--- config.mk ---
export PLATFORM = sky130hd
export DESIGN_NAME = fiu_write_replay
export DESIGN_NICKNAME = d
export VERILOG_FILES = /design/src/hw/afu_edge_pkg.sv /design/src/hw/fiu_write_replay.sv
export SDC_FILE = /design/constraint.sdc
export NUM_CORES = 1
export LEC_CHECK = 0
export BUFFER_PORTS_ARGS = -buffer_cell sky130_fd_sc_hd__buf_2
export CAP_MARGIN = 20
export CELL_PAD_IN_SITES_DETAIL_PLACEMENT = 0
export CELL_PAD_IN_SITES_GLOBAL_PLACEMENT = 1
export CORE_UTILIZATION = 19
export DETAILED_ROUTE_END_ITERATION = 7
export PLACE_DENSITY_LB_ADDON = 0.1
export SETUP_SLACK_MARGIN = 0.15
export SYNTH_ARGS = -nofsm -noshare
export SYNTH_HDL_FRONTEND = slang
export SYNTH_SLANG_ARGS = --single-unit
--- constraint.sdc ---
create_clock -name clk -period 1.64 [get_ports clk]
set_clock_uncertainty 0.1 [all_clocks]
set_input_delay 0.164 -clock clk [delete_from_list [all_inputs] [get_ports clk]]
set_output_delay 0.164 -clock clk [all_outputs]
set_load 0.02 [all_outputs]
--- src/hw/afu_edge_pkg.sv ---
// Shared constants, line types, request header enums and beat structs of the AFU edge
`default_nettype none

package afu_edge_pkg;

    // Longest multi-line write, in beats
    localparam int MAX_BEATS = 4;

    // Requests a sender may still issue once it sees almost full
    localparam int ALM_FULL_THRESHOLD = 8;

    localparam int LINE_ADDR_BITS = 16;
    localparam int LINE_DATA_BITS = 64;

    // Encoded as the index of the last beat, so the value 2 never appears
    typedef enum logic [1:0]
    {
        len_1 = 2'd0,
        len_2 = 2'd1,
        len_4 = 2'd3
    } t_cl_len;

    // Beat number inside one packet
    typedef logic [1:0] t_cl_num;

    typedef logic [LINE_ADDR_BITS-1:0] t_line_addr;
    typedef logic [LINE_DATA_BITS-1:0] t_line_data;

    // One write beat as the accelerator sends it and as the host receives it
    typedef struct packed
    {
        logic valid;
        logic sop;
        t_line_addr address;
        t_cl_len cl_len;
        t_cl_num cl_num;
        t_line_data data;
    } t_wr_beat;

    // One read request, which covers cl_len lines starting at address
    typedef struct packed
    {
        logic valid;
        t_line_addr address;
        t_cl_len cl_len;
    } t_rd_req;

    // The single control packet of a write
    // Only the low bits of heap_idx are meaningful for a given heap size
    typedef struct packed
    {
        t_line_addr address;
        t_cl_len cl_len;
        logic [7:0] heap_idx;
    } t_wr_ctrl;

endpackage

`default_nettype wire

--- src/hw/fiu_write_replay.sv ---
// Host-side write replay FSM that rebuilds every beat from the control packet and heap
`default_nettype none

module fiu_write_replay
  #(
    parameter int n_entries = 32
    )
   (
    input  logic clk,
    input  logic reset,

    // Head of the write control queue
    input  afu_edge_pkg::t_wr_ctrl ctrl,
    input  logic ctrl_valid,
    input  logic fiu_c1_alm_full,
    output logic ctrl_deq,

    // Heap read port, data returns one cycle later
    output logic heap_ren,
    output logic [$clog2(n_entries)-1:0] heap_ridx,
    output afu_edge_pkg::t_cl_num heap_rclnum,
    input  afu_edge_pkg::t_line_data heap_rdata,

    // Slot release toward the allocator
    output logic free,
    output logic [$clog2(n_entries)-1:0] free_idx,

    output afu_edge_pkg::t_wr_beat fiu_c1_tx
    );

    import afu_edge_pkg::*;

    localparam int idx_bits = $clog2(n_entries);

    typedef enum logic
    {
        state_idle,
        state_replay
    } t_state;

    t_state state;

    // Beat read from the heap this cycle, zero while idle
    t_cl_num rd_num;
    logic reading;
    logic last;

    // Header of the beat whose data arrives from the heap this cycle
    logic out_valid;
    logic out_sop;
    t_line_addr out_address;
    t_cl_len out_cl_len;
    t_cl_num out_cl_num;

    // Host flow control is checked only before a packet starts
    // Once started, the remaining beats follow back to back
    always_comb
    begin
        reading = (state == state_replay) || (ctrl_valid && !fiu_c1_alm_full);
        last = reading && (rd_num == t_cl_num'(ctrl.cl_len));
    end

    assign heap_ren = reading;
    assign heap_ridx = ctrl.heap_idx[idx_bits-1:0];
    assign heap_rclnum = rd_num;

    // The last read is already under way, so the slot can go back right away
    assign ctrl_deq = last;
    assign free = last;
    assign free_idx = heap_ridx;

    always_ff @(posedge clk)
    begin
        if (reset)
        begin
            state <= state_idle;
            rd_num <= '0;
            out_valid <= 1'b0;
        end
        else
        begin
            out_valid <= reading;

            if (last)
            begin
                state <= state_idle;
                rd_num <= '0;
            end
            else if (reading)
            begin
                state <= state_replay;
                rd_num <= rd_num + 1'b1;
            end
        end
    end

    always_ff @(posedge clk)
    begin
        if (reading)
        begin
            out_sop <= (rd_num == '0);
            out_address <= ctrl.address;
            out_cl_len <= ctrl.cl_len;
            out_cl_num <= rd_num;
        end
    end

    always_comb
    begin
        fiu_c1_tx.valid = out_valid;
        fiu_c1_tx.sop = out_sop;
        fiu_c1_tx.address = out_address;
        fiu_c1_tx.cl_len = out_cl_len;
        fiu_c1_tx.cl_num = out_cl_num;
        fiu_c1_tx.data = heap_rdata;
    end

    // The packet being replayed stays at the head of the write queue until its last beat
    assert property (@(posedge clk) disable iff (reset) (state == state_replay) |-> ctrl_valid)
        else $error("write control packet lost during replay");

endmodule

`default_nettype wire

* After elaboration in Yosys (flattened, before gate mapping)
Cells that the tools add are included.
** Storage, ports and cells
- Flip-flop bits (word level) :: 25
- Latch bits :: 0
- Bits in writable memories :: 0
- Bits in read-only memories :: 0
- Input port bits :: 94
- Output and inout bits :: 101
- Logic and storage cells :: 15
- Memories kept :: 0
** Operators by class
- Add/sub/neg operators :: 1
- Multipliers :: 0
- Div/mod/pow operators :: 0
- Magnitude comparators :: 0
- Equality and inequality tests :: 1
- Shift-type cells :: 0
- Mux-type cells :: 0
- Bitwise operators :: 0
- Reductions and logical operators :: 6
** Operators with widths (number)
- adder 2 x 1 -> 2 bit (second input constant) :: 1
- equality test 2 bit :: 1
- logical AND 1 bit :: 2
- zero test 2 bit :: 1
- OR reduction 2 bit :: 1
- zero test 1 bit :: 1
- logical OR 1 bit :: 1

* Longest topological paths before layout
- Depth in word-level cells :: 5
- Gate-level depth with buffers :: 5
- Mapped depth without buffers :: 4

* Least setup slack after synthesis
Ideal clock, no wire load.
- Path kind :: in2out
- From :: in ctrl_valid
- To :: out free
- Data arrival time :: 1.553 ns
- Setup slack :: -0.177 ns
- Cell stages on the path :: 5
- Path buffers :: 1
- Path through :: nor2b_1 > nor2_1 > inv_1 > and2_1 > buf_4
** On the way
- Word-level cells in the longest chain between the ends :: 3
** Ends and longest elaborated chain
- start: declaration :: line fiu_write_replay.sv:14 : input logic ctrl_valid,
- logical AND 1 bit :: line fiu_write_replay.sv:59 : reading = (state == state_replay) || (ctrl_valid && !fiu_c1_alm_full);
- logical OR 1 bit :: line fiu_write_replay.sv:59
- via heap_ren :: line fiu_write_replay.sv:19 : output logic heap_ren,
- logical AND 1 bit :: line fiu_write_replay.sv:60 : last = reading && (rd_num == t_cl_num'(ctrl.cl_len));
- end: declaration :: line fiu_write_replay.sv:25 : output logic free,
The timed path passes the listed nets, and every way through them passes these cells.

* Worst setup path after layout
- From :: reg rd_num[1], in the netlist heap_rclnum[1]
- To :: out ctrl_deq
** On the way
- Word-level cells in the longest chain between the ends :: 2
** Ends and longest elaborated chain
- start: declaration :: line fiu_write_replay.sv:44 : t_cl_num rd_num;
- start signal: assignment :: line fiu_write_replay.sv:92 : rd_num <= rd_num + 1'b1;
- equality test 2 bit :: line fiu_write_replay.sv:60
- logical AND 1 bit :: line fiu_write_replay.sv:60
- end: declaration :: line fiu_write_replay.sv:16 : output logic ctrl_deq,
No other way between the ends.

==> out/metrics.yaml <==
floorplanning:
  initial_core_util: 0.195
  io_pins: 195
  die_h_um: 88.2
  die_area_um2: 7770
  core_area_um2: 7210
  dieWidth_um: 88.2
  rows: 31
finish:
  synthToLayoutAreaGrowth_pct: 12.5
  fin_area_um2: 1590
  finalNetCount: 221
  antenna_cells: 0
  layout-drive-gt1-share: 0.608
min_path:
  hold_class: "input pin to flip-flop"
  min-delay-start: "reset"
  min_to: "heap_rclnum[1]"
  holdPathStages: 2
worst_setup_path:
  r2r_cells: 5
  path_delay_family: "simple AND/OR/NAND/NOR gates"
  critical_path_arrival_ns: 1.23
  cp_slowest_cell: "dfxtp_2"
  worstPathMaxFanout: 2
  cp-start-kind: "flip-flop"
  critPathLaunch: "heap_rclnum[1]"
  critPathMaxStageDelay_ns: 0.33
  cp_cell_sequence: "or2_4 > a21oi_4 > and2_4 > buf_6"
  worst_setup_path_end_kind: "primary output"
  path_buf_inv: 1
  worstSetupPathType: "flip-flop to primary output"
  r2r_slack_ns: 0.29
  cp.required_ns: 1.38
  rr_endpoint: "heap_rclnum[1]"
  r2r-start: "heap_rclnum[0]"
cts:
  numCtsBuffers: 3
  clk_latency_ns: 0.27
  clock-sinks: 25
  h-tree-depth: 1
  cts_buffer_depth: 2
  cts_tree: "built"
  cts.clk_slew.worst_paths_ns: 0.09
  clockRootBuffer: "clkbuf_8"
detailed_routing:
  via_per_inst: 3.31
  wl_per_cell_um: 13.6
  first_pass_iters: 2
  route.detailed.drc: 0
  num_vias: 741
  drt_iter0_markers: 11
  wl_um: 3040
  antenna_left: 0
synth:
  synth_area_um2: 1410
  synth_area_leaders: "edfxtp_1 45%, buf_4 41%, dfxtp_1 5.7%"
  synth_cells: 122
  synth_xor_area_frac: 0.00621
  synth_seq_area_share: 0.504
  synth_top_family_by_area: "buffers and inverters"
  synth_seq_cells: 25
  yosysUniqueCellTypes: 18
  synth_compound_gate_area_share: 0.0302
  synth_top_area_frac: 0.447
  syn_nets: 217
  syn_avg_cell_area_um2: 11.6
  ys_warn_count: 0
  synth_fa_ha_area_frac: 0.00887
  yosys.area.top_type: "edfxtp_1"
  synth-simple-area-share: 0.0328
  synthMuxAreaShare: 0
sta:
  fin_crit_ns: 1.49
  hold_viol_final: 0
  fmax_mhz: 670
  slew_violations: 0
  max_slew.worst_pin.slew_ns: 0.195
  fin_crit_sh: 0.910
  setup_tns_ns: 0
  rsz0062_at_grt: "true"
  max_slew_margin: 0.870
  setup_viol: 0
  holdWs_ns: 0.0234
grt:
  grt_start_max_net_pins: 16
  grt_pass1_vias: 737
  antenna_found_initial: 0
  gr-total-overflow: 0
  track_usage: 0.0728
  grt_first_pass_wirelength_um: 4150
power:
  leakage_uw: 0.000641
  power_density_nw_per_um2: 933
  peakVddDrop_mv: 0.181
placed_design:
  hpwl_um: 2350
  gp_congestion: 0.637
  io_buffers: 48
  place_area_um2: 1240
run_status:
  status: "finished, final reports clean"
job:
  cap_violations: 0
logic make-up after synthesis:
| logic type | Yosys count |
|---|---|
| AOI/OAI and AO/OA | 6 |
| xor gates and xnor gates | 1 |
| buffers and inverters | 80 |
| and+or+nand+nor | 9 |
| DFF | 25 |
| adders and majority gates | 1 |
routing by layer:
layer,GRT usage,vias to the layer above,wire length [um]
met4,0.0484,0,149
met3,0.0490,20,506
met1,0.0568,303,944
met5,0,-,0
met2,0.130,94,1440
li1,-,324,-
synthesized netlist by cell type:
cell      instances
or2_2             1
ha_1              1
nor2b_1           1
nor3_1            1
nor2_1            3
a21oi_1           1
o22ai_1           2
o21ai_1           1
edfxtp_1         21
xor2_1            1
a221oi_2          1
nand2_1           1
dfxtp_1           4
and2_1            1
or2b_1            1
buf_4            77
inv_1             3
o21ai_0           1
timing repair:
item,4_1_cts,5_1_grt
pin swaps,3,3
gates resized for setup,12,6
hold endpoints to repair,16,0
endpoints found under the setup margin,3,3
gates cloned,0,0
setup buffers,3,6
hold buffers,16,0
cell type report:
type | instances | area [um^2]
Inverter | 3 | 15.0
Clock buffer | 3 | 41.3
Timing Repair Buffer | 76 | 517
Clock inverter | 1 | 7.51
Tap cell | 99 | 124
Multi-Input combinational cell | 17 | 163
Sequential cell | 25 | 719
Fill cell | 779 | 5630
cells in the final DEF (no fill, tap or decap), types with 2 or more instances in the layout:
| cell | instances |
|---|---|
| buf_2 | 45 |
| dlygate4sd3_1 | 16 |
| buf_4 | 11 |
| nor2_1 | 2 |
| buf_6 | 3 |
| dfxtp_4 | 2 |
| clkbuf_8 | 3 |
| clkinvlp_4 | 2 |
| o22ai_1 | 2 |
| edfxtp_1 | 21 |
| inv_1 | 2 |
worst max path at each step:
stage                          end  slack, ns  cells past startpoint
final                     ctrl_deq       0.15                      4
after global routing          free       0.09                      4
after CTS                 ctrl_deq       0.09                      4
after detailed placement  ctrl_deq       0.18                      4
after global placement    ctrl_deq       0.18                      4
after floorplan               free       0.05                      4
through the flow:
stage,setup slack [ns],power [uW],util,cells
2_1_floorplan,0.0470,1190,-,122
6_report,0.148,1480,0.220,224
3_5_place_dp,0.185,1030,0.172,195
5_1_grt,0.0906,1570,0.220,224
4_1_cts,0.0901,1480,0.210,218
3_3_place_gp,0.184,1030,0.172,195
flip-flops by register name, indices dropped and copies added, names as in the netlist:
signal / count
heap_rclnum: 2
out_valid: 1
state: 1
out_cl_len: 2
out_sop: 1
out_address: 16
out_cl_num: 2
power breakdown:
group / leakage, uW / switching, uW / internal (uW)
Combinational: 0.000384 / 179 / 160
Clock: 0.0000217 / 200 / 172
Sequential: 0.000235 / 16.3 / 752
Total: 0.000641 / 396 / 1080
worst register-to-register path, stage by stage, from the launching register on:
cell	delay, ns
dfxtp_4	0.39
buf_4	0.14
inv_1	0.05
ha_1	0.26
o21ai_1	0.07
a221oi_2	0.26
(Power assumes the default switching activity.)
