## config.mk

```make
export PLATFORM = sky130hd
export DESIGN_NAME = afu_write_canon
export DESIGN_NICKNAME = d
export VERILOG_FILES = /design/src/hw/afu_edge_pkg.sv /design/src/hw/afu_write_canon.sv
export SDC_FILE = /design/constraint.sdc
export NUM_CORES = 1
export LEC_CHECK = 0
export BUFFER_PORTS_ARGS = -buffer_cell sky130_fd_sc_hd__buf_2
export CELL_PAD_IN_SITES_DETAIL_PLACEMENT = 2
export CELL_PAD_IN_SITES_GLOBAL_PLACEMENT = 2
export CORE_MARGIN = 4
export CORE_UTILIZATION = 21
export CTS_BUF_LIST = sky130_fd_sc_hd__clkbuf_16
export DETAILED_ROUTE_END_ITERATION = 7
export GPL_TIMING_DRIVEN = 0
export HOLD_SLACK_MARGIN = 0.15
export PLACE_DENSITY_LB_ADDON = 0.08
export SYNTH_ARGS = -nofsm -noshare
export SYNTH_HDL_FRONTEND = slang
export SYNTH_SLANG_ARGS = --single-unit
```

## constraint.sdc

```tcl
create_clock -name clk -period 2.8 [get_ports clk]
set_clock_uncertainty 0.2 [all_clocks]
set_input_delay 0.56 -clock clk [delete_from_list [all_inputs] [get_ports clk]]
set_output_delay 0.56 -clock clk [all_outputs]
set_load 0.01 [all_outputs]
```

## src/hw/afu_edge_pkg.sv

```systemverilog
// Shared constants, line types, request header enums and beat structs of the AFU edge
`default_nettype none

package afu_edge_pkg;

    // Longest multi-line write, in beats
    localparam int MAX_BEATS = 4;

    // Requests a sender may still issue once it sees almost full
    localparam int ALM_FULL_THRESHOLD = 8;

    localparam int LINE_ADDR_BITS = 16;
    localparam int LINE_DATA_BITS = 64;

    // Encoded as the index of the last beat, so the value 2 never appears
    typedef enum logic [1:0]
    {
        len_1 = 2'd0,
        len_2 = 2'd1,
        len_4 = 2'd3
    } t_cl_len;

    // Beat number inside one packet
    typedef logic [1:0] t_cl_num;

    typedef logic [LINE_ADDR_BITS-1:0] t_line_addr;
    typedef logic [LINE_DATA_BITS-1:0] t_line_data;

    // One write beat as the accelerator sends it and as the host receives it
    typedef struct packed
    {
        logic valid;
        logic sop;
        t_line_addr address;
        t_cl_len cl_len;
        t_cl_num cl_num;
        t_line_data data;
    } t_wr_beat;

    // One read request, which covers cl_len lines starting at address
    typedef struct packed
    {
        logic valid;
        t_line_addr address;
        t_cl_len cl_len;
    } t_rd_req;

    // The single control packet of a write
    // Only the low bits of heap_idx are meaningful for a given heap size
    typedef struct packed
    {
        t_line_addr address;
        t_cl_len cl_len;
        logic [7:0] heap_idx;
    } t_wr_ctrl;

endpackage

`default_nettype wire

```

## src/hw/afu_write_canon.sv

```systemverilog
// Accelerator write canonicalizer, heap writer and control packet generator
`default_nettype none

module afu_write_canon
  #(
    parameter int n_entries = 32
    )
   (
    input  logic clk,
    input  logic reset,

    input  afu_edge_pkg::t_wr_beat afu_c1_tx,

    // Allocator handshake
    input  logic [$clog2(n_entries)-1:0] alloc_idx,
    output logic alloc,

    // Heap write port
    output logic heap_wen,
    output logic [$clog2(n_entries)-1:0] heap_widx,
    output afu_edge_pkg::t_cl_num heap_wclnum,
    output afu_edge_pkg::t_line_data heap_wdata,

    // One control packet per write toward the pipeline
    output logic ctrl_valid,
    output afu_edge_pkg::t_wr_ctrl ctrl
    );

    import afu_edge_pkg::*;

    // ============================
    // Packet tracking
    // ============================

    // Beat number expected on the next non-start beat
    t_cl_num next_cl_num;
    logic packet_active;

    // Header captured from the start beat
    t_line_addr sop_address;
    t_cl_len sop_cl_len;

    // Canonical header and beat number of the current beat
    t_line_addr canon_address;
    t_cl_len canon_cl_len;
    t_cl_num beat_num;
    logic eop;

    always_comb
    begin
        if (afu_c1_tx.sop)
        begin
            canon_address = afu_c1_tx.address;
            canon_cl_len = afu_c1_tx.cl_len;
            beat_num = '0;
        end
        else
        begin
            // Non-start beats may carry anything in address and cl_len
            canon_address = sop_address;
            canon_cl_len = sop_cl_len;
            beat_num = next_cl_num;
        end

        // cl_len holds the index of the last beat
        eop = (beat_num == t_cl_num'(canon_cl_len));
    end

    always_ff @(posedge clk)
    begin
        if (reset)
        begin
            next_cl_num <= '0;
            packet_active <= 1'b0;
        end
        else if (afu_c1_tx.valid)
        begin
            next_cl_num <= eop ? '0 : beat_num + 1'b1;
            packet_active <= !eop;
        end
    end

    always_ff @(posedge clk)
    begin
        if (afu_c1_tx.valid && afu_c1_tx.sop)
        begin
            sop_address <= afu_c1_tx.address;
            sop_cl_len <= afu_c1_tx.cl_len;
        end
    end

    // ============================
    // Heap and control packet
    // ============================

    // The slot on offer stays fixed until alloc, so all beats land in one slot
    assign heap_wen = afu_c1_tx.valid;
    assign heap_widx = alloc_idx;
    assign heap_wclnum = beat_num;
    assign heap_wdata = afu_c1_tx.data;

    // Claim the slot only once the final beat is stored
    assign alloc = afu_c1_tx.valid && eop;

    always_ff @(posedge clk)
    begin
        if (reset)
        begin
            ctrl_valid <= 1'b0;
        end
        else
        begin
            ctrl_valid <= alloc;
        end
    end

    always_ff @(posedge clk)
    begin
        if (alloc)
        begin
            ctrl.address <= canon_address;
            ctrl.cl_len <= canon_cl_len;
            ctrl.heap_idx <= 8'(alloc_idx);
        end
    end

    // A new packet may start only after the previous one has seen all its beats
    assert property (@(posedge clk) disable iff (reset)
                     (afu_c1_tx.valid && afu_c1_tx.sop) |-> !packet_active)
        else $error("write start beat inside an open packet");

    // Continuation beats need a start beat earlier in the stream
    assert property (@(posedge clk) disable iff (reset)
                     (afu_c1_tx.valid && !afu_c1_tx.sop) |-> packet_active)
        else $error("write continuation beat without an open packet");

    // Multi-line writes cover an aligned group of lines
    assert property (@(posedge clk) disable iff (reset)
                     (afu_c1_tx.valid && afu_c1_tx.sop) |->
                     ((afu_c1_tx.address[1:0] & 2'(afu_c1_tx.cl_len)) == 2'b00))
        else $error("multi-beat write address not naturally aligned");

endmodule

`default_nettype wire

```

After elaboration in Yosys (flattened, before gate mapping)
Cells that the tools add are included.
{"block": "classes", "addsub": 1, "reduce_logical": 2, "n_mux": 4, "eq_ne": 1}
{"cell": "$mux 16", "n": 1}
{"cell": "$mux 2", "n": 3}
{"cell": "$add 2x1->2 const B", "n": 1}
{"cell": "$eq 2x2->1", "n": 1}
{"cell": "$logic_and 1x1->1", "n": 2}
{"block": "totals", "in_bits": 93, "out_inout_bits": 100, "register_bits": 44, "wordCells": 15}

Depth between registers and ports, before layout
{"block": "logic_depth", "ltp_word": 3, "depth_mapped": 4, "mapped_depth_nobuf": 3}

Least setup slack after synthesis
No wires, ideal clock.
{"block": "synth_timing", "path_kind": "input -> output", "from": "input port afu_c1_tx[84] (netlist name)", "to": "output port alloc", "setup_slack_ps": 198, "stages": 4, "arrival_ps": 1842, "path_buffers": 1, "required_ps": 2040, "path_cell_list": "buf_4 or3b_1 o31ai_2 and2_1"}
{"block": "synth_via", "elab_chain_cells": 3, "word_cells_on_any_way": 4, "cone_classes": "1 x eq/ne; 2 x mux; 1 x reduce/logical"}
{"item": "start: declaration", "line": "afu_write_canon.sv:12", "source": "input afu_edge_pkg::t_wr_beat afu_c1_tx,"}
{"item": "$mux 2", "line": "afu_write_canon.sv:51", "source": "if (afu_c1_tx.sop)"}
{"item": "$eq 2x2->1 *", "line": "afu_write_canon.sv:66", "source": "eop = (beat_num == t_cl_num'(canon_cl_len));"}
{"item": "$logic_and 1x1->1 *", "line": "afu_write_canon.sv:103", "source": "assign alloc = afu_c1_tx.valid && eop;"}
{"item": "end: declaration", "line": "afu_write_canon.sv:16", "source": "output logic alloc,"}
Mark *: on every way between the ends. The rest lies on a longest branch, timed or not.

Final worst setup path
{"block": "layout_timing", "from": "input port afu_c1_tx[66] (netlist name)", "to": "output port alloc"}
{"block": "layout_via", "elab_chain_cells": 3}
{"item": "$mux 2", "line": "afu_write_canon.sv:51"}
{"item": "$eq 2x2->1", "line": "afu_write_canon.sv:66"}
{"item": "$logic_and 1x1->1", "line": "afu_write_canon.sv:103"}
Every way passes these cells.

==> results.py <==
metrics = {
    "worst_hold_path": {
        "min_from": "alloc_idx[2]",
        "min_to": "ctrl[2]",
        "holdPathStages": 1,
        "worstHoldPathType": "primary input to register",
    },
    "cells_and_area": {
        "fin_nets": 381,
        "fill_cells": 1165,
        "finalInstanceArea_um2": 3170,
        "layout-drive-gt1-share": 0.781,
        "layout_commonest_cell": "buf_2",
        "layout_common_cells": "buf_2 (124), buf_4 (74), edfxtp_1 (41), mux2_2 (18), clkbuf_16 (5)",
        "diodes": 0,
        "syn_to_final_growth_pct": 44.4,
        "final_cells": 424,
        "final_util": 0.309,
    },
    "clocking": {
        "clk_pin_slew_ns": 0.06,
        "cts_max_path_buffers": 2,
        "postCtsHoldBufs": 0,
        "clock_latency_ns": 0.28,
        "cts_tree": "yes",
        "cts-root-buf": "clkbuf_16",
        "htree_levels": 2,
        "numCtsBuffers": 5,
        "clock-sinks": 44,
    },
    "power": {
        "leakage_nw": 1.48,
        "power_density_nw_per_um2": 563,
        "peakVddDrop_v": 0.000234,
    },
    "timing": {
        "max_freq_ghz": 0.383,
        "setup_viol": 0,
        "timing.hold.ws_ns": 0.269,
        "grt_setup_unrepaired": "false",
        "hold_viol": 0,
        "period_needed_ns": 2.61,
        "fin_setup_tns_ns": 0,
        "timing.final.crit_share": 0.932,
        "relSlewSlack": 0.403,
        "tightest_slew_ns": 0.895,
        "maxSlewViolCount": 0,
    },
    "setup_path": {
        "rrSetupSlack_ns": 0.93,
        "path_max_fanout": 24,
        "regToRegEndpoint": "ctrl[21]",
        "critical-path-top-delay-family": "simple AND/OR/NAND/NOR gates",
        "worst_path_max_delay_cell": "and2_4",
        "required_ns": 2.04,
        "start_kind": "primary input",
        "endpoint_kind": "primary output",
        "crit_buf_inv": 2,
        "path_cells": "buf_2 -> or3b_1 -> o31ai_2 -> and2_4 -> buf_2",
        "path_common_cell": "buf_2",
        "critical_path_class": "primary input to primary output",
        "cp_data_arrival_time_ns": 1.85,
        "ff2ff_path_depth": 3,
        "reg2reg_from": "sop_cl_len[1]",
        "cpPeakStageDelay_ns": 0.44,
    },
    "routing": {
        "drtPass1Iterations": 4,
        "antenna_left": 0,
        "via_count": 1581,
        "detail_route.wl_per_cell_um": 15.0,
        "drt_iter0_markers": 50,
        "routed_via_density": 3.73,
        "drc": 0,
        "wl_mm": 6.38,
    },
    "yosys": {
        "postSynthCellCount": 157,
        "synthDistinctLibCells": 20,
        "syn_area_per_cell_um2": 14.0,
        "yosys_warnings": 0,
        "yosysTopAreaCell": "edfxtp_1",
        "seq_area_frac_synth": 0.588,
        "synth_seq_cells": 44,
        "synth_area_um2": 2200,
        "synth.top_cell.area_share": 0.560,
        "synth_area_leaders": "edfxtp_1 (56%), buf_4 (25%), mux2_2 (9.2%)",
    },
    "floorplanning": {
        "initial_utilization": 0.214,
        "die_height_um": 110,
        "io_pins": 193,
        "die_x_um": 110,
        "core_um2": 10300,
        "dieArea_um2": 12200,
        "std_cell_rows": 37,
    },
    "placement": {
        "numPortBuffers": 122,
        "dp_cells": 417,
        "gp_congestion": 0.688,
        "dpl_cell_area_um2": 2990,
        "dp.final_hpwl_mm": 5.28,
    },
    "global_route": {
        "grt_usage": 0.100,
        "grt_overflow_total": 0,
        "grt_max_degree": 25,
        "grt_pass1_wl_mm": 9.14,
        "grt_pass1_vias": 1761,
        "antenna_found_initial": 0,
    },
    "outcome": {
        "status": "finished, final reports clean",
    },
    "job": {
        "max-cap-violations": 0,
    },
}
## sequential cells by signal, indices dropped and copies added (netlist names)
name,count
next_cl_num,2
sop_address,16
sop_cl_len,2
ctrl_valid,1
ctrl,23
## worst reg2reg max path, cell delays in order (launching register included)
cell and delay, ns:
edfxtp_1 0.40, xor2_1 0.18, o31ai_2 0.31, and2_4 0.44
## how the worst max path moves through the flow
stage / start / end / slack (ns) / cells past startpoint
floorplan: afu_c1_tx[84] / alloc / 0.20 / 4
global placement: afu_c1_tx[84] / alloc / -0.56 / 5
detailed placement: afu_c1_tx[84] / alloc / -0.55 / 5
CTS: afu_c1_tx[84] / alloc / 0.15 / 5
global route: sop_cl_len[1] / alloc / 0.08 / 4
finish: afu_c1_tx[66] / alloc / 0.19 / 5
## report_power, final
part           switching, mW  total, mW  internal [mW]
clock network          0.236      0.742          0.506
registers             0.0101      0.772          0.762
logic                  0.123      0.273          0.150
## cells by family (layout without fill, tap and decap cells)
kind of cell | after synthesis | in the layout | share of synthesized area
buffers and inverters | 77 | 206 | 0.259
DFF | 44 | 44 | 0.588
muxes | 18 | 18 | 0.0923
and+or+nand+nor | 10 | 10 | 0.0325
AOI/OAI and AO/OA | 5 | 5 | 0.0188
xor gates and xnor gates | 2 | 2 | 0.00797
other | 1 | 3 | 0.00171
## layer usage
layer	global-route usage	part of all wire	vias up
met5	0	0	-
met4	0.0343	0.012	0
met1	0.110	0.36	731
met3	0.0419	0.13	4
met2	0.175	0.50	120
li1	-	-	726
## cells in the mapped netlist
library cell  instances
buf_4                74
edfxtp_1             41
mux2_2               18
dfxtp_1               3
nor2b_1               3
and2_1                2
buf_2                 2
xor2_1                2
a211oi_1              1
a22oi_1               1
and3b_1               1
conb_1                1
inv_1                 1
nand2b_1              1
nand4bb_1             1
nor3_1                1
o21ai_0               1
o31ai_2               1
o32ai_1               1
or3b_1                1
## per-stage QoR
step / power (mW) / worst slack (ns)
2_1_floorplan: 0.952 / 0.198
3_3_place_gp: 1.06 / -0.555
3_5_place_dp: 1.07 / -0.545
4_1_cts: 1.82 / 0.155
5_1_grt: 1.87 / 0.0819
6_report: 1.79 / 0.192
## area by class of cell
class / instances / area, um2 / share of cell area
buffer: 76 / 566 / 0.178
clock buffer: 5 / 125 / 0.0394
clock inverter: 2 / 60.1 / 0.0189
inverter: 1 / 3.75 / 0.00118
multi-input combinational: 38 / 347 / 0.109
sequential: 44 / 1290 / 0.407
tap: 136 / 170 / 0.0536
timing repair buffer: 122 / 611 / 0.192
## what timing repair did
item	CTS	global route
setup endpoints to repair	1	0
buffers inserted	0	0
gates resized for setup	2	0
Note: power is estimated with default switching activity, not from simulation.
