--- src/hw/mpf_queue.sv ---
// Generic circular FIFO with an occupancy threshold, standing in for the shim pipeline
`default_nettype none

module mpf_queue
  #(
    parameter int depth = 32,
    parameter type t_payload = logic,
    parameter int threshold = 8
    )
   (
    input  logic clk,
    input  logic reset,

    input  logic enq,
    input  t_payload enq_data,

    input  logic deq,
    output t_payload first,
    output logic not_empty,

    // High once only threshold free entries remain
    output logic alm_full
    );

    localparam int ptr_bits = (depth > 1) ? $clog2(depth) : 1;
    localparam int cnt_bits = $clog2(depth + 1);

    typedef logic [ptr_bits-1:0] t_ptr;
    typedef logic [cnt_bits-1:0] t_cnt;

    localparam t_ptr last_slot = t_ptr'(depth - 1);
    localparam t_cnt alm_level = t_cnt'(depth - threshold);

    t_payload mem [depth];
    t_ptr wr_ptr;
    t_ptr rd_ptr;
    t_cnt count;
    logic do_deq;

    assign do_deq = deq && not_empty;
    assign first = mem[rd_ptr];
    assign not_empty = (count != '0);
    assign alm_full = (count >= alm_level);

    always_ff @(posedge clk)
    begin
        if (enq)
        begin
            mem[wr_ptr] <= enq_data;
        end
    end

    always_ff @(posedge clk)
    begin
        if (reset)
        begin
            wr_ptr <= '0;
            rd_ptr <= '0;
            count <= '0;
        end
        else
        begin
            if (enq)
            begin
                wr_ptr <= (wr_ptr == last_slot) ? '0 : wr_ptr + 1'b1;
            end

            if (do_deq)
            begin
                rd_ptr <= (rd_ptr == last_slot) ? '0 : rd_ptr + 1'b1;
            end

            if (enq && !do_deq)
            begin
                count <= count + 1'b1;
            end
            else if (!enq && do_deq)
            begin
                count <= count - 1'b1;
            end
        end
    end

    // The threshold must absorb everything sent after alm_full rises
    assert property (@(posedge clk) disable iff (reset) enq |-> (count != t_cnt'(depth)))
        else $error("queue overflow");

    assert property (@(posedge clk) disable iff (reset) deq |-> not_empty)
        else $error("queue dequeue while empty");

endmodule

`default_nettype wire

--- config.mk ---
export PLATFORM = sky130hd
export DESIGN_NAME = mpf_queue
export DESIGN_NICKNAME = d
export VERILOG_FILES = /design/src/hw/mpf_queue.sv
export SDC_FILE = /design/constraint.sdc
export NUM_CORES = 1
export LEC_CHECK = 0
export BUFFER_PORTS_ARGS = -buffer_cell sky130_fd_sc_hd__clkbuf_2
export CAP_MARGIN = 10
export CORE_ASPECT_RATIO = 0.8
export CORE_MARGIN = 5
export CORE_UTILIZATION = 50
export CTS_CLUSTER_DIAMETER = 60
export CTS_CLUSTER_SIZE = 8
export DETAILED_ROUTE_END_ITERATION = 7
export HOLD_SLACK_MARGIN = 0.1
export PLACE_DENSITY = 0.69
export SLEW_MARGIN = 20
export SYNTH_ARGS = -nofsm -noshare
export SYNTH_HDL_FRONTEND = slang
export SYNTH_SLANG_ARGS = --single-unit
--- constraint.sdc ---
create_clock -name clk -period 2.6 [get_ports clk]
set_input_delay 0.13 -clock clk [delete_from_list [all_inputs] [get_ports clk]]
set_output_delay 0.13 -clock clk [all_outputs]
set_load 0.01 [all_outputs]
* After elaboration in Yosys (flattened, before gate mapping)
Memory sizes are Yosys's and may differ from the RTL's. A register that Yosys moved wholly into a read port is not among the register bits.
Index checks and enable logic that the tools add are counted.
** Storage, ports and cells
- Register bits after elaboration :: 16
- Bits in writable memories :: 32
- Input port bits :: 5
- Output and inout bits :: 3
- Logic and storage cells :: 26
- Memories kept :: 1
** Operators by class
- $add $sub $neg :: 4
- Magnitude comparators :: 1
- Eq/ne operators :: 2
- Muxes and demuxes :: 8
- Reduce and logical (&&, ||, !) cells :: 7
** Memory list
- mem :: words 32, width 1, rd ports 1, clocked after Yosys merged registers in 1, write ports 1, line 34 : t_payload mem [depth];
** Operators with widths (count)
- 5-bit 2-to-1 mux :: 4
- 6-bit 2-to-1 mux :: 2
- 5-bit by 1-bit adder with 5-bit output, second input constant :: 2
- 5-bit equality test, second input constant :: 2
- 6-bit by 1-bit adder with 6-bit output, second input constant :: 1
- 6-bit by 5-bit greater-or-equal comparator with 1-bit output, second input constant :: 1
- 6-bit nonzero test :: 1
- 6-bit by 1-bit subtractor with 6-bit output, second input constant :: 1
- 1-bit logical AND :: 3
- 1-bit logical NOT :: 2
- 1-bit 2-to-1 mux :: 2
- 2-bit nonzero test :: 1

* Logic depth before layout (Yosys ltp)
Gate-level depths: netlist (run 1).
- Word-level depth :: 5
- Mapped depth :: 10
- Gate-level depth less buffers :: 9

* Worst setup path before layout (run 1)
Ideal clock, no wire load.
- Path kind :: register to register
- From :: register count[2]
- To :: register count[5]
- Data arrival time :: 2.371 ns
- Path slack :: 0.108 ns
- Cell stages (with the launch flop) :: 11
- Path buffers :: 1
- Clock period less this slack :: 2.492 ns
- Cell sequence :: dfxtp_1 -> nor4_1 -> a21bo_1 -> buf_6 -> ha_1 -> inv_1 -> ha_1 -> or4_1 -> a21oi_1 -> nand4b_1 -> mux2_2
** Between the ends
- Longest elaborated chain between the ends :: 5
- Elaborated cells on any way between the ends :: 10
** RTL lines
- from (decl) :: line 37 : t_cnt count;
- from (signal assigned) :: line 75 : count <= count + 1'b1;
- from (signal assigned) :: line 79 : count <= count - 1'b1;
- branches (longest 5 deep; another with 6-bit by 1-bit subtractor with 6-bit output)
Parallel ways; which one is timed is not known. The select of a mux whose other input is x is not followed.
A chain may end at the register's enable or synchronous reset.

* Worst setup path after layout (run 1)
- From :: register count[5]
- To :: register count[5]
Same word-level chain as after synthesis.

==> results.cfg, run 1 <==
[sta]
fin_worst_skew_ps = 11.15
tightest_slew_ps = 522.5
slew_headroom = 0.6516
finalHoldViolations = 0
finalWorstSetupSlack_ps = 155.9
setup_viol = 0
finalCritPeriodShare = 0.9400
max_clock_freq_mhz = 409.1
hold-worst-slack_ps = 258.5
fin_crit_ps = 2444
fin_setup_tns_ps = 0
slew_violations = 0
rsz0062_at_grt = false

[final_layout]
final.fill_count = 439
fin_area_mm2 = 0.002728
post-route-util = 0.5511
antenna_cells = 0
areaGrowthSynthToFinish_pct = 7.974
drive_above_1_share = 0.1778
fin_nets = 242
stdcell_count = 287

[worst_setup_path]
crit_arrival_ps = 2640
worst_setup_path_end_kind = flop
cp-start-kind = flop
cp.required_ps = 2790
worst-path-max-fanout = 5
worst-setup-path-type = flop to flop

[drt]
drt-initial-drc-count = 67
drt-total-wl_um = 4288
routed_via_density = 5.582
dr.pass1.iters = 4
drt-wirelength-per-cell_um = 14.94
ant_nets = 0
drc_errors = 0
dr_total_vias = 1602

[die]
die_area_mm2 = 0.006583
start_util = 0.5104
die_w_um = 89.47
die_h_um = 73.58
ioPinCount = 8
core_mm2 = 0.004950
rows = 23

[synthesis]
syn_nets = 234
yosys-top-cells-count = nor2_1, edfxtp_1, dfxtp_1
synth_edf_count = 32
yosysSeqAreaShare = 0.5468
yosys-top-cells-area = edfxtp_1, dfxtp_1, nor2_1, mux4_2, ha_1
ys_ff_latch = 53
async_flop_share = 0
yosysMostFrequentCell = nor2_1
synth_area_mm2 = 0.002526
synth_top_area_share = 0.3804
ys_types = 46
synth_top_area_cell = edfxtp_1
synthCells = 216
synth-warning-count = 0
avgSynthCellArea_um2 = 11.70
yosys_most_used_dff = edfxtp_1

[grt]
overflow = 0
grt_pass1_wl_um = 7314
antenna_found_initial = 0
grt_usage = 0.1463
grt_max_degree = 33
grt_pass1_vias = 1502

[run]
drv_cap = 0

[clock_tree]
cts_buffers = 5
cts_sinks = 53
htreeDepth = 2
postCtsHoldBufs = 0
clockRootBuffer = clkbuf_8
clk_latency_ps = 310
path_clk_slew_ps = 100
cts_tree = done
cts_buffer_depth = 2
cts_setup_buffers = 0

[place]
gp_congestion = 0.7657
dp_hpwl_um = 3069
io_buffers = 7
dp_cells = 279
placed_area_mm2 = 0.002618
preCtsSetupSlack_ps = 16.93

[power]
power.density_mw_per_mm2 = 759.2
finalPower_mw = 2.071
ir_worst_vdd_uv = 321.2
cellLeakagePower_nw = 0.9644

[hold_path]
hp-class = input pin to flop

[status]
status = complete, no violations
-- worst paths after layout --
kind	startpoint	to	slack (ps)	depth (start not counted)
worst max-delay path	count[5]	count[5]	160	9
worst min-delay path	reset	count[0]	260	2
worst max register to register	count[5]	count[5]	160	9
worst min register to register	count[3]	count[3]	510	2
-- logic make-up after synthesis --
logic type	share of synthesized area
and+or+nand+nor	0.1738
DFF	0.5468
AOI/OAI and AO/OA	0.07529
muxes	0.1000
buffers and inverters	0.02625
adders and majority gates	0.06736
xor gates and xnor gates	0.01040
-- power by group --
group / switching [mW] / internal, mW / leakage (nW) / total [mW]
Clock: 0.276 / 0.196 / 0.0491 / 0.471
Sequential: 0.0718 / 0.950 / 0.460 / 1.02
Combinational: 0.286 / 0.291 / 0.455 / 0.577
Total: 0.634 / 1.44 / 0.964 / 2.07
-- cell type report --
| class | instances | area, µm² | share of cell area |
|---|---|---|---|
| sequential | 53 | 1384 | 0.5073 |
| multi-input combinational | 149 | 1094 | 0.4009 |
| tap | 62 | 77.57 | 0.02844 |
| clock buffer | 5 | 68.82 | 0.02523 |
| timing repair buffer | 11 | 65.06 | 0.02385 |
| clock inverter | 3 | 23.77 | 0.008716 |
| inverter | 4 | 15.01 | 0.005505 |
-- sequential cells by signal, summed over array words and instances (netlist names), named ones only --
signal,cells
count,6
mem,32
rd_ptr,5
wr_ptr,5
-- what timing repair did --
| action | in CTS | in global routing |
|---|---|---|
| resized for setup | 1 | 4 |
| setup endpoints to repair | 1 | 1 |
| pin swaps | 0 | 2 |
-- metal layers --
metal | vias to the layer above | GRT usage | routed length, µm
met1 | 774 | 0.2225 | 2225
met5 | - | 0 | 0
met4 | 0 | 0.03967 | 50
met2 | 16 | 0.2118 | 1916
met3 | 4 | 0.03027 | 97
li1 | 808 | - | -
-- placed cells by master, fill, tap and decap left out, drive strengths merged, types with 2 or more instances in the layout --
cell type / netlist / layout
a211o: 2 / 2
ha: 12 / 12
dfxtp: 21 / 21
edfxtp: 32 / 32
or4: 2 / 2
or3b: 3 / 3
nand3b: 6 / 6
nand4: 2 / 2
mux4: 7 / 7
nor2b: 3 / 3
a21oi: 9 / 9
nor4: 2 / 2
a31oi: 2 / 2
a21o: 3 / 3
inv: 4 / 6
nand3: 3 / 3
or3: 3 / 3
buf: 4 / 4
and3: 3 / 3
mux2i: 5 / 5
nand2b: 2 / 2
clkbuf: 6 / 12
nor2: 44 / 44
mux2: 4 / 4
xor2: 2 / 2
o21ai: 5 / 5
nand2: 11 / 11
-- worst max-delay path, cell delays in order, from the launching register on --
cell	delay (ps)
dfxtp_2	350
nor4_4	280
a21bo_1	170
ha_1	180
inv_2	80
ha_1	210
or4_1	480
a21oi_1	120
nand4b_1	130
mux2_2	330
Note: power is estimated with default switching activity, not from simulation.
==> run 2, diff against run 1 <==
--- a/config.mk
+++ b/config.mk
@@ -14,6 +14,7 @@
 export CTS_CLUSTER_SIZE = 8
 export DETAILED_ROUTE_END_ITERATION = 7
 export HOLD_SLACK_MARGIN = 0.1
+export MAX_ROUTING_LAYER = met4
 export PLACE_DENSITY = 0.69
 export SLEW_MARGIN = 20
 export SYNTH_ARGS = -nofsm -noshare
==> run 2 against run 1 <==
Wire length grew 0.16%. Clock power about the same. Sequential power barely moved. Utilization unchanged. Worst setup slack got worse by 1.9 ps. Via count up 0.31%. Combinational power about the same. Global-route usage is 0.41 points higher. Critical path depth unchanged. Sequential share of layout area unchanged.
==> results.cfg, run 2 (same netlist as run 1, synthesis figures left out) <==
[worst_setup_path]
worst-setup-path-type = flop to flop
worst_path_most_repeated_cell = ha_1
cp_cell_sequence = nor4_4 -> a21bo_1 -> ha_1 -> inv_2 -> ha_1 -> or4_1 -> a21oi_1 -> nand4b_1 -> mux2_2
cp_slowest_cell = or4_1
cp.required_ps = 2790
worst_setup_path_end_kind = flop
slowest_delay_ps = 480
worst-path-max-fanout = 5
reg2reg_from = count[5]
cp-start-kind = flop
crit_arrival_ps = 2640
crit_start = count[5]

[place]
gp_congestion = 0.7759
preCtsSetupSlack_ps = 16.93
io_buffers = 7
dp_hpwl_um = 3069
placed_area_mm2 = 0.002618

[power]
cellLeakagePower_nw = 0.9644
finalPower_mw = 2.071
power.density_mw_per_mm2 = 759.2
ir_worst_vdd_uv = 321.3

[drt]
drt-initial-drc-count = 83
drt-wirelength-per-cell_um = 14.97
routed_via_density = 5.599
drt-total-wl_um = 4295
dr_total_vias = 1607
drc_errors = 0
dr.pass1.iters = 4
ant_nets = 0

[clock_tree]
clockRootBuffer = clkbuf_8
path_clk_slew_ps = 100
cts_tree = done
cts_buffer_depth = 2
cts_buffers = 5
clk_latency_ps = 310
cts_sinks = 53
cts_setup_buffers = 0
htreeDepth = 2

[final_layout]
drive_above_1_share = 0.1778
regMostFlops = mem
final_common_cell = nor2_1
antenna_cells = 0
fin_area_mm2 = 0.002728
areaGrowthSynthToFinish_pct = 7.974
fin_nets = 242
largestRegisters = mem (32), count (6)
largest_reg_flops = 32
layout_common_cells = nor2_1, edfxtp_1, dfxtp_1

[grt]
grt_pass1_wl_um = 7327
grt_usage = 0.1503
overflow = 0
antenna_found_initial = 0
grt_max_degree = 33
grt_pass1_vias = 1502

[sta]
slew_headroom = 0.6469
hold-worst-slack_ps = 261.0
fin_setup_tns_ps = 0
fin_worst_skew_ps = 11.12
setup_viol = 0
finalHoldViolations = 0
rsz0062_at_grt = false
slew_violations = 0
tightest_slew_ps = 529.7
max_clock_freq_mhz = 408.8
fin_crit_ps = 2446
finalWorstSetupSlack_ps = 154.0
finalCritPeriodShare = 0.9408

[run]
drv_cap = 0

[die]
die_w_um = 89.47
ioPinCount = 8
die_h_um = 73.58
start_util = 0.5104
die_area_mm2 = 0.006583
core_mm2 = 0.004950
rows = 23

[hold_path]
hp-class = input pin to flop
hold_start = reset

[status]
status = complete, no violations
## run 2: cell counts in the layout (fill, tap and decap cells not counted)
Identical to the previous run, type by type.
## run 2: through the flow
| step | instances | utilization |
|---|---|---|
| after floorplan | 216 | - |
| after global placement | 279 | 0.5288 |
| after detailed placement | 279 | 0.5288 |
| after CTS | 287 | 0.5488 |
| after global routing | 287 | 0.5511 |
| final | 287 | 0.5511 |
## run 2: worst max-delay path: cells and delay by family (launching register included)
kind            cells  cell delay [ps]
buf+inv             1               80
compound gates      2              290
mux                 1              330
simple gates        3              890
flops               1              350
fa+ha+maj           2              390
## run 2: path summary, 6_finish.rpt
kind	slack, ps	to	depth (start not counted)
worst min-delay path	260	count[0]	2
worst max-delay path	150	count[5]	9
worst max register to register	150	count[5]	9
worst min register to register	510	count[3]	2
## run 2: report_power, final
group	switching (mW)	leakage (nW)	internal (mW)
Clock	0.276	0.0491	0.196
Sequential	0.0716	0.460	0.950
Combinational	0.286	0.455	0.291
Total	0.634	0.964	1.44
## run 2: timing repair
action,CTS,global route
hold buffers,0,0
pin swaps,0,2
resized for setup,1,4
setup endpoints to repair,1,1
## run 2: final cells by class
type                    instances  area [µm²]
clock buffers                   5       68.82
inverters                       4       15.01
repair buffers                 11       65.06
fillers                       439        2222
clock inverters                 3       23.77
multi-input cells             149        1094
flip-flops and latches         53        1384
well taps                      62       77.57
## run 2: routing by layer
metal  GRT usage  vias to the layer above  wire [µm]
li1            -                      806          -
met1      0.2218                      778       2226
met2      0.2118                       17       1910
met3     0.03027                        6        103
met4     0.03967                        0         55
met5           -                        -          0
==> run 3, diff against run 2 <==
--- a/config.mk
+++ b/config.mk
@@ -15,7 +15,7 @@
 export DETAILED_ROUTE_END_ITERATION = 7
 export HOLD_SLACK_MARGIN = 0.1
 export MAX_ROUTING_LAYER = met4
-export PLACE_DENSITY = 0.69
+export PLACE_DENSITY_LB_ADDON = 0.1
 export SLEW_MARGIN = 20
 export SYNTH_ARGS = -nofsm -noshare
 export SYNTH_HDL_FRONTEND = slang
==> run 3 against run 2 <==
Cell area up 0.27%. First-iteration DRC count up 1.2%. Count of clock-buffer cells in the layout up 1. Clock skew down 0.81 ps. Die area unchanged. Combinational power about the same. Maximum frequency down 0.81%. Worst setup slack worse by 20 ps. Register-to-register slack worse by 20 ps. Critical path type unchanged. Largest power group unchanged.
==> results.cfg, run 3 (same netlist as run 1, synthesis figures left out) <==
[power]
switchingPower_uw = 624.7
pwr-share-comb = 0.273
seqPwrFrac = 0.484
ir_worst_vdd_uv = 522.7
cellLeakagePower_nw = 0.9650
p_clk_frac = 0.243
p_int_mw = 1.486
swShare = 0.2959
power.density_mw_per_mm2 = 771.8
finalPower_mw = 2.111

[final_layout]
multi_input_area_mm2 = 0.001096
drive_above_1_share = 0.1696
largestRegisters = mem (32), count (6)
final.fill_count = 443
regMostFlops = mem
area.sequential_mm2 = 0.001381
stdcell_count = 286
final_common_cell = nor2_1
largest_reg_flops = 32
antenna_cells = 0
areaGrowthSynthToFinish_pct = 8.271
fin_nets = 241
layout_common_cells = nor2_1, edfxtp_1, dfxtp_1

[grt]
grtUsageMet3 = 0.03363
gr-usage-met1 = 0.2276
grt_pass1_wl_um = 8045
antenna_found_initial = 0
busiest_layer = met2
grt_pass1_vias = 1641
grt_usage = 0.1650
overflow = 0
grtUsageMet2 = 0.2494
grt_max_degree = 33

[sta]
hold-worst-slack_ps = 249.2
fin_crit_ps = 2466
slew_headroom = 0.6357
finalCritPeriodShare = 0.9485
slew_violations = 0
max_clock_freq_mhz = 405.5
setup_viol = 0
finalHoldViolations = 0
tightest_slew_ps = 546.4
fin_worst_skew_ps = 10.32

[worst_setup_path]
cp-start-kind = flop
slowest_delay_ps = 470
worst-setup-path-type = flop to flop
cp.buffers_inverters = 1
rr_worst_depth = 9
worst-path-max-fanout = 5
worst_setup_path_end_kind = flop
crit_family = simple AND/OR/NAND/NOR gates
cp.depth = 9
crit_arrival_ps = 2650
cp.required_ps = 2790
cp_cell_sequence = nor4_4 -> a21bo_1 -> ha_2 -> inv_2 -> ha_1 -> or4_1 -> a21oi_1 -> nand4b_1 -> mux2_2
cp_slowest_cell = or4_1

[clock_tree]
path_clk_slew_ps = 90
cts_sinks = 53
htreeDepth = 2
cts_tree = done
cts_buffers = 5
cts_buffer_depth = 2
cts_setup_buffers = 0
clk_latency_ps = 300
clockRootBuffer = clkbuf_8
postCtsHoldBufs = 0

[drt]
drt-total-wl_um = 4615
drt-initial-drc-count = 84
ant_nets = 0
routed_via_density = 5.671
drt-wirelength-per-cell_um = 16.14
dr_total_vias = 1622
dr.pass1.iters = 4
drc_errors = 0

[die]
ioPinCount = 8
rows = 23
die_area_mm2 = 0.006583
die_h_um = 73.58
core_mm2 = 0.004950
die_w_um = 89.47
start_util = 0.5104

[status]
status = complete, no violations

[place]
io_buffers = 7
dp_cells = 278
gp_congestion = 0.8752
dp_hpwl_um = 3323

[hold_path]
worstHoldPathCells = 2
hp-class = input pin to flop

[run]
drv_cap = 0
## run 3: cell type report
type / instances / area share
Sequential cell: 53 / 0.5050
Multi-Input combinational cell: 149 / 0.4007
Clock buffer: 6 / 0.03431
Tap cell: 62 / 0.02836
Timing Repair Buffer: 10 / 0.02104
Inverter: 4 / 0.005489
Clock inverter: 2 / 0.005032
## run 3: layer usage
| layer | vias to the layer above | part of all wire |
|---|---|---|
| li1 | 806 | - |
| met1 | 793 | 0.50 |
| met2 | 17 | 0.47 |
| met3 | 6 | 0.025 |
| met4 | 0 | 0.011 |
| met5 | - | 0 |
## run 3: power by group through the flow
stage          combinational [mW]  sequential (mW)  clock (mW)
2_1_floorplan               0.429             1.02           0
3_3_place_gp                0.540             1.02           0
3_5_place_dp                0.556             1.03           0
4_1_cts                     0.564             1.02       0.530
5_1_grt                     0.644             1.03       0.570
6_report                    0.576             1.02       0.513
## run 3: path summary, 6_finish.rpt
path	start	end	slack (ps)
hold / removal	reset	wr_ptr[1]	250
setup / recovery	count[2]	count[5]	130
setup reg to reg	count[2]	count[5]	130
hold reg to reg	rd_ptr[3]	rd_ptr[3]	520
## run 3: through the flow
stage / area [µm²] / util / TNS (ps) / setup WS [ps]
global route: 2735 / 0.5526 / -13.97 / -13.97
floorplan: 2526 / - / 0 / 108.2
detailed placement: 2610 / 0.5273 / 0 / 3.958
finish: 2735 / 0.5526 / 0 / 134.0
CTS: 2724 / 0.5503 / 0 / 45.14
global placement: 2610 / 0.5273 / 0 / 46.80
## run 3: repair_timing
item / CTS / global route
gates resized for setup: 1 / 3
endpoints found under the hold margin: 0 / 0
endpoints found under the setup margin: 1 / 1
